**src/design/stage_reg.sv**
```systemverilog
`timescale 1ns/1ps

module stage_reg #(
	parameter type payload_t = logic [7:0]
) (
	input  logic     clk,
	input  logic     rst_n,
	input  logic     hold,
	input  logic     flush,
	input  payload_t d,
	output payload_t q
);

	// flush beats hold, bubble is all zeros
	always_ff @(posedge clk or negedge rst_n) begin
		if (!rst_n)
			q <= '0;
		else if (flush)
			q <= '0;
		else if (!hold)
			q <= d;
	end

	// top masks hold during branch and load mode
	a_hold_flush: assert property (@(posedge clk) disable iff (!rst_n) !(hold && flush))
		else $error("stage_reg: hold and flush both high");

endmodule

```
**config.mk**
```make
export PLATFORM = sky130hd
export DESIGN_NAME = stage_reg
export DESIGN_NICKNAME = d
export VERILOG_FILES = /design/src/design/stage_reg.sv
export SDC_FILE = /design/constraint.sdc
export NUM_CORES = 1
export LEC_CHECK = 0
export BUFFER_PORTS_ARGS = -buffer_cell sky130_fd_sc_hd__clkbuf_2
export CORE_AREA = 3 3 40 42
export DETAILED_ROUTE_END_ITERATION = 7
export DIE_AREA = 0 0 43 45
export GPL_ROUTABILITY_DRIVEN = 1
export PLACE_DENSITY = 0.6
export REMOVE_ABC_BUFFERS = 1
export SETUP_SLACK_MARGIN = 0.1
export SLEW_MARGIN = 20
export SYNTH_ARGS = -nofsm -noshare
export SYNTH_HDL_FRONTEND = slang
export SYNTH_SLANG_ARGS = --single-unit
export TNS_END_PERCENT = 50
```
**constraint.sdc**
```tcl
create_clock -name clk -period 0.8 [get_ports clk]
set_clock_uncertainty 0.1 [all_clocks]
set_input_delay 0.12 -clock clk [delete_from_list [all_inputs] [get_ports clk]]
set_output_delay 0.12 -clock clk [all_outputs]
set_load 0.005 [all_outputs]
```
==> impl_results.md, run 1 <==
- Setup crit start kind: flip-flop
- # IOs: 20
- Seq/Total Area, Yosys: 61.5%
- IO Port Bufs: 19
- Initial antenna violation count: 0
- Routed Antenna Nets: 0
- Sequential fraction of design power: 51.3%
- Final Power: 0.857 mW
- Row Count: 13
- Worst-margin pin slew: 0.253 ns
- Post-synthesis register bit count: 8
- Initial Util: 25.3%
- Slowest cell on crit path: dfrtp_1
- Top Family by Delay on Critical Path: flip-flops
- Worst Path Required: 0.58 ns
- Synth Warn #: 0
- Vias in the first global route: 284
- Total track usage: 8.19%
- Worst-path cell chain: clkbuf_2
- Die Wd: 43 µm
- Bufs and invs on worst path: 1
- Unrepaired setup endpoints after global routing: true
- DR DRC count: 0
- Fin util: 36.1%
- Kind of critical path: reg -> out
- Fin crit share: 120%
- GPL Wtd Cong: 0.699
- TritonRoute pass-1 iters: 3
- Number of flip-flops under the largest register name: 8
- Vias: 256
- N_diodes: 0
- Hold Path Stages: 3
- Combinational Power Share: 13.8%
- Root Driver: clkbuf_4
- CTS clk-pin slew, worst paths: 0.05 ns
- Min Tclk post-route: 0.961 ns
- Most common cell after layout, fill and taps aside: clkbuf_2
- Worst hold path class: in -> reg
- Violated checks: negative setup slack
- Commonest cells after routing, fill and taps aside: clkbuf_2, mux2i_1, nor2_1, dfrtp_1, clkbuf_4
- Max FO, Critical Path: 2
- P_sw: 0.195 mW
- Max-slew violations: 0
- Largest buffer count on any clock path: 2
- Die Area: 1940 µm²
- Die height: 45 µm
- R2R setup slack: -0.09 ns
- CP endpoint kind: output port
- Arrival @ worst endpoint: 0.74 ns
- Clock Sinks: 8
- Via-to-Cell Ratio: 4.06
- Pin count of the biggest net entering global routing: 9
- Max-cap violations: 0
- Syn avg cell area: 12.5 µm²
- Run status: finished, violations left
- WL/cell: 11.4 µm
- Hold Fails Final Rpt: 0
- CORE AREA: 1280 µm²
- First-pass GRT wire length: 1140 µm
- Critical path depth: 1
- Static Leakage: 0.273 nW
- Netlist cell types: 5
- TritonCTS Buffers: 3
- Max H-tree Level: 1
- Layout area overhead: 42.7%
- Final #Nets: 62
- CTS tree: built
- PwrDens: 1850 nW/µm²
- Largest regs: q: 8 flops
- Skew-Pair Late Insertion Delay: 0.25 ns
- Int Pwr: 0.662 mW
- Place WS: -0.0645 ns
- Fin Setup TNS: -1.32 ns
- Routed WL: 717 µm
- Final setup viols: 9
- Largest register by flop count: q
- Slowest stage delay, CP: 0.38 ns
- Cell area after synthesis: 325 µm²
- Clk pwr share: 34.9%
- Relative max-transition margin: 83.1%
- Share of cells above drive strength 1: 47.9%
- R2R cell count: 3
- DRT iter0 DRCs: 3
- FMAX: 1040 MHz
- PnR worst setup slack: -0.161 ns
- Worst-case vdd ir drop: 623 µV
- Grt ovf: 0
- Post-cts gate resize count: 0
- Switching part of the total: 22.7%
- Mapped Cells: 26
==> repair_timing <==
item | CTS | global route
pin swaps | 3 | 4
setup buffers | 1 | 0
hold endpoints to repair | 8 | 0
hold buffers | 1 | 0
setup endpoints to repair | 16 | 16
==> metal layers <==
metal	wire length [µm]	global-route usage [%]	vias to the layer above
met3	16	2.39	2
met2	428	14.4	1
li1	-	-	129
met5	0	0	-
met4	5	7.23	0
met1	266	7.77	124
==> layout make-up <==
type / count / area [µm²]
Sequential cell: 8 / 200
Tap cell: 15 / 18.8
Fill cell: 127 / 821
Timing Repair Buffer: 21 / 113
Clock buffer: 3 / 22.5
Multi-Input combinational cell: 16 / 110
==> power groups by stage <==
| stage | logic, mW | clock network, mW | registers [mW] |
|---|---|---|---|
| after floorplan | 0.0344 | 0 | 0.448 |
| after global placement | 0.110 | 0 | 0.448 |
| after detailed placement | 0.111 | 0 | 0.447 |
| after CTS | 0.120 | 0.311 | 0.440 |
| after global routing | 0.131 | 0.323 | 0.442 |
| final | 0.118 | 0.299 | 0.440 |
==> stage by stage <==
step	cells	cell area, µm²	hold WS, ns
after floorplan	24	310	-0.276
after global placement	58	424	-0.124
after detailed placement	58	424	-0.127
after CTS	63	464	0.0125
after global routing	63	464	0.0339
final	63	464	0.0153
==> Yosys cell counts (all sizes together) <==
cell type,n,area (µm²)
buf,2,15.0
nor2,8,30.0
dfrtp,8,200
mux2i,8,80.1
==> cells by family (layout without fill, tap and decap cells) <==
group         count (synthesis)  in the layout  synth area share, %
mux                           8              8                 24.6
simple gates                  8              8                 9.23
buf+inv                       2             24                 4.61
flops                         8              8                 61.5
==> worst paths after layout <==
| path | from | endpoint |
|---|---|---|
| min reg2reg | q[7] | q[7] |
| max | q[4] | q[4] |
| min in group asynchronous | rst_n | q[3] |
| min | d[3] | q[3] |
| max reg2reg | q[0] | q[0] |
| max in group asynchronous | rst_n | q[6] |
Power figures use the tool's default switching activity.
==> run 2: changes to the inputs <==
- TNS_END_PERCENT: 50 -> default
==> impl_results.md, run 2 (same netlist as run 1, synthesis figures left out) <==
- TritonCTS Buffers: 3 (unchanged)
- Routed WL: 717 µm (unchanged)
- First-pass GRT wire length: 1140 µm (unchanged)
- Commonest cells after routing, fill and taps aside: clkbuf_2, mux2i_1, nor2_1, dfrtp_1, clkbuf_4 (unchanged)
- Vias: 256 (unchanged)
- Total track usage: 8.19% (unchanged)
- Setup crit start kind: flip-flop (unchanged)
- Layout area overhead: 42.7% (unchanged)
- Clock Sinks: 8 (unchanged)
- Share of cells above drive strength 1: 47.9% (unchanged)
- WL/cell: 11.4 µm (unchanged)
- Slowest stage delay, CP: 0.38 ns (about the same)
- Via-to-Cell Ratio: 4.06 (unchanged)
- Max-cap violations: 0 (unchanged)
- DRT iter0 DRCs: 3 (unchanged)
- Root Driver: clkbuf_4 (unchanged)
- Vias in the first global route: 284 (unchanged)
- Max-slew violations: 0 (unchanged)
- Kind of critical path: reg -> out (unchanged)
- Initial antenna violation count: 0 (unchanged)
- Min Tclk post-route: 0.961 ns (unchanged)
- Place WS: -0.0645 ns (unchanged)
- Pin count of the biggest net entering global routing: 9 (unchanged)
- PwrDens: 1850 nW/µm² (unchanged)
- GPL Wtd Cong: 0.699 (unchanged)
- Max H-tree Level: 1 (unchanged)
- Run status: finished, violations left (unchanged)
- CORE AREA: 1280 µm² (unchanged)
- Placed insts: 58 (unchanged)
- Slowest cell on crit path: dfrtp_1 (unchanged)
- Worst-case vdd ir drop: 623 µV (unchanged)
- N_diodes: 0 (unchanged)
- Unrepaired setup endpoints after global routing: true (unchanged)
- IO Port Bufs: 19 (unchanged)
- Die height: 45 µm (unchanged)
- Fin crit share: 120% (unchanged)
- Largest regs: q: 8 flops (unchanged)
- Worst Path Required: 0.58 ns (about the same)
- PnR worst setup slack: -0.161 ns (unchanged)
- DR DRC count: 0 (unchanged)
- Grt ovf: 0 (unchanged)
- Max FO, Critical Path: 2 (unchanged)
- Arrival @ worst endpoint: 0.74 ns (about the same)
- TritonRoute pass-1 iters: 3 (unchanged)
- Initial Util: 25.3% (unchanged)
- FMAX: 1040 MHz (unchanged)
- Fillers: 127 (unchanged)
- Worst-margin pin slew: 0.253 ns (unchanged)
- Relative max-transition margin: 83.1% (unchanged)
- Routed Antenna Nets: 0 (unchanged)
- Final Power: 0.857 mW (unchanged)
- Die Wd: 43 µm (unchanged)
- Number of flip-flops under the largest register name: 8 (unchanged)
- CP endpoint kind: output port (unchanged)
- Post-route insts no fill: 63 (unchanged)
- Final setup viols: 9 (unchanged)
- Hold Fails Final Rpt: 0 (unchanged)
- Final #Nets: 62 (unchanged)
- CTS tree: built (unchanged)
- Top Family by Delay on Critical Path: flip-flops (unchanged)
- Row Count: 13 (unchanged)
- Die Area: 1940 µm² (unchanged)
- CTS clk-pin slew, worst paths: 0.05 ns (about the same)
- Largest buffer count on any clock path: 2 (unchanged)
- Largest register by flop count: q (unchanged)
- Bufs and invs on worst path: 1 (unchanged)
- Static Leakage: 0.273 nW (unchanged)
- Worst-path cell chain: clkbuf_2 (unchanged)
- Worst hold path class: in -> reg (unchanged)
- Most common cell after layout, fill and taps aside: clkbuf_2 (unchanged)
- Skew-Pair Late Insertion Delay: 0.25 ns (about the same)
- # IOs: 20 (unchanged)
- Violated checks: negative setup slack (unchanged)
## run 2: final timing paths
check / start / endpoint / slack [ns] / cells past startpoint
min in group asynchronous: rst_n / q[3] / 0.16 / 2
max: q[4] / q[4] / -0.16 / 1
min: d[3] / q[3] / 0.02 / 3
min reg2reg: q[7] / q[7] / 0.43 / 2
max reg2reg: q[0] / q[0] / -0.09 / 3
max in group asynchronous: rst_n / q[6] / 0.26 / 2
## run 2: worst register-to-register path: stages (launching register included)
cell and delay (ns):
dfrtp_1 0.38, buf_4 0.13, mux2i_1 0.12, nor2_1 0.05
## run 2: stage by stage
step	hold WS (ns)	area [µm²]	setup TNS, ns	utilization [%]
after global placement	-0.124	424	-0.355	33.0
after floorplan	-0.276	310	0	-
after global routing	0.0339	464	-1.70	36.1
after CTS	0.0125	464	-1.42	36.1
after detailed placement	-0.127	424	-0.459	33.0
final	0.0153	464	-1.32	36.1
## run 2: power by group
part / internal, mW / switching (mW) / total (mW)
registers: 0.428 / 0.0118 / 0.440
logic: 0.0633 / 0.0547 / 0.118
clock network: 0.171 / 0.128 / 0.299
## run 2: metal layers
layer,vias up,global-route usage (%),part of all wire [%]
met3,2,2.39,2.2
met1,124,7.77,37
met2,1,14.4,60
met4,0,7.23,0.70
met5,-,0,0
li1,129,-,-
## run 2: layout make-up
class,instances,area (µm²),area share [%]
Timing Repair Buffer,21,113,24.3
Multi-Input combinational cell,16,110,23.7
Clock buffer,3,22.5,4.85
Sequential cell,8,200,43.1
Tap cell,15,18.8,4.04
## run 2: repair_timing
| item | 4_1_cts | 5_1_grt |
|---|---|---|
| pin swaps | 0 | 1 |
| gates resized for setup | 0 | 0 |
| hold buffers | 1 | 0 |
| setup endpoints to repair | 16 | 16 |
| setup buffers | 1 | 0 |
| hold endpoints to repair | 8 | 0 |
==> run 3: changes to the inputs <==
- ABC_CLOCK_PERIOD_IN_PS: default -> 800
- GPL_TIMING_DRIVEN: default -> 0
==> impl_results.md, run 3 (same netlist as run 1, synthesis figures left out) <==
- Run status: finished, violations left (unchanged)
- CTS tree: built (unchanged)
- CTS clk-pin slew, worst paths: 0.05 ns (about the same)
- R2R cell count: 3 (unchanged)
- WL/cell: 11.0 µm (was 11.4 µm)
- Fin util: 37.3% (was 36.1%)
- Violated checks: negative setup slack (unchanged)
- Largest buffer count on any clock path: 2 (unchanged)
- PwrDens: 1770 nW/µm² (was 1850 nW/µm²)
- Worst-case vdd ir drop: 650 µV (was 623 µV)
- Slowest stage delay, CP: 0.38 ns (about the same)
- CORE AREA: 1280 µm² (unchanged)
- FMAX: 1050 MHz (was 1040 MHz)
- Min Tclk post-route: 0.956 ns (was 0.961 ns)
- Clock Sinks: 8 (unchanged)
- PnR worst setup slack: -0.156 ns (was -0.161 ns)
- TritonRoute pass-1 iters: 3 (unchanged)
- Final setup viols: 11 (was 9)
- DR DRC count: 0 (unchanged)
- Via-to-Cell Ratio: 4.12 (was 4.06)
- GPL Wtd Cong: 0.664 (was 0.699)
- Vias: 268 (was 256)
- N_diodes: 0 (unchanged)
- Initial antenna violation count: 0 (unchanged)
- Bufs and invs on worst path: 1 (unchanged)
- Critical path depth: 1 (unchanged)
- TritonCTS Buffers: 3 (unchanged)
- DRT iter0 DRCs: 1 (was 3)
- Layout area overhead: 47.3% (was 42.7%)
- Max H-tree Level: 1 (unchanged)
- Fillers: 138 (was 127)
- Max-cap violations: 0 (unchanged)
- WHS: 0.0225 ns (was 0.0153 ns)
- Post-route insts no fill: 65 (was 63)
- Post-cts gate resize count: 0 (unchanged)
- Worst-margin pin slew: 0.254 ns (was 0.253 ns)
- Hold Path Stages: 3 (unchanged)
- Die Wd: 43 µm (unchanged)
- Final #Nets: 64 (was 62)
- Share of cells above drive strength 1: 50.0% (was 47.9%)
- Placed Instance Area: 424 µm² (unchanged)
- Most common cell after layout, fill and taps aside: clkbuf_2 (unchanged)
- Max FO, Critical Path: 2 (unchanged)
- Grt ovf: 0 (unchanged)
- Arrival @ worst endpoint: 0.74 ns (about the same)
- First-pass GRT wire length: 1150 µm (was 1140 µm)
- Die Area: 1940 µm² (unchanged)
- Worst Path Required: 0.58 ns (about the same)
- Routed WL: 716 µm (was 717 µm)
- Pin count of the biggest net entering global routing: 9 (unchanged)
- Setup crit start kind: flip-flop (unchanged)
- Vias in the first global route: 295 (was 284)
- Root Driver: clkbuf_4 (unchanged)
- Total track usage: 8.09% (was 8.19%)
- CP endpoint kind: output port (unchanged)
- Commonest cells after routing, fill and taps aside: clkbuf_2, mux2i_1, nor2_1, dfrtp_1 (was clkbuf_2, mux2i_1, nor2_1, dfrtp_1, clkbuf_4)
- Skew-Pair Late Insertion Delay: 0.24 ns (was 0.25 ns)
- Routed Antenna Nets: 0 (unchanged)
- Hold Fails Final Rpt: 0 (unchanged)
- Unrepaired setup endpoints after global routing: true (unchanged)
- Max-slew violations: 0 (unchanged)
- Slowest cell on crit path: dfrtp_1 (unchanged)
- Row Count: 13 (unchanged)
- # IOs: 20 (unchanged)
- Largest register by flop count: q (unchanged)
- Initial Util: 25.3% (unchanged)
- Fin crit share: 119% (was 120%)
- Largest regs: q: 8 flops (unchanged)
- Number of flip-flops under the largest register name: 8 (unchanged)
- Top Family by Delay on Critical Path: flip-flops (unchanged)
- Static Leakage: 0.283 nW (was 0.273 nW)
- IO Port Bufs: 19 (unchanged)
- Worst-path cell chain: clkbuf_2 (unchanged)
- Relative max-transition margin: 83.0% (was 83.1%)
- Kind of critical path: reg -> out (unchanged)
- Worst hold path class: in -> reg (unchanged)
- Placed insts: 58 (unchanged)
- Post-route cell area: 479 µm² (was 464 µm²)
- Die height: 45 µm (unchanged)
[run 3: cell types whose count changed in the layout (fill, tap and decap cells not counted)]
| cell | before | now |
|---|---|---|
| buf_4 | 1 | 3 |
[run 3: layout make-up]
| cell class | instances | area [µm²] | area share [%] |
|---|---|---|---|
| clock buffers | 3 | 22.5 | 4.70 |
| multi-input cells | 16 | 110 | 23.0 |
| flip-flops and latches | 8 | 200 | 41.8 |
| well taps | 15 | 18.8 | 3.92 |
| repair buffers | 23 | 128 | 26.6 |
[run 3: through the flow]
step | TNS, ns | power, mW | setup slack [ns]
2_1_floorplan | 0 | 0.483 | 0.0496
3_3_place_gp | -0.474 | 0.557 | -0.0692
3_5_place_dp | -0.551 | 0.559 | -0.0960
4_1_cts | -1.47 | 0.860 | -0.161
5_1_grt | -1.91 | 0.894 | -0.179
6_report | -1.48 | 0.849 | -0.156
[run 3: path summary, 6_finish.rpt]
| check | endpoint | startpoint | slack (ns) |
|---|---|---|---|
| max | q[5] | q[5] | -0.16 |
| min | q[3] | d[3] | 0.02 |
| max reg2reg | q[5] | q[5] | -0.12 |
| min reg2reg | q[3] | q[3] | 0.42 |
| max in group asynchronous | q[1] | rst_n | 0.27 |
| min in group asynchronous | q[5] | rst_n | 0.16 |
[run 3: repair_timing]
item | in CTS | in global routing
setup endpoints to repair | 16 | 16
pin swaps | 0 | 1
cloned | 0 | 0
hold buffers | 1 | 0
hold endpoints to repair | 8 | 0
buffers inserted | 2 | 1
[run 3: layer usage]
metal  track usage (%)  routed length, µm
met5                 0                  0
met4              5.42                  4
met3              2.39                 14
met2              15.3                452
met1              7.48                245
[run 3: where the power goes]
part | internal [mW] | total (mW) | leakage, nW | switching [mW]
clock network | 0.170 | 0.283 | 0.0138 | 0.113
logic | 0.0697 | 0.125 | 0.163 | 0.0557
registers | 0.428 | 0.440 | 0.106 | 0.0120
total | 0.668 | 0.849 | 0.283 | 0.181
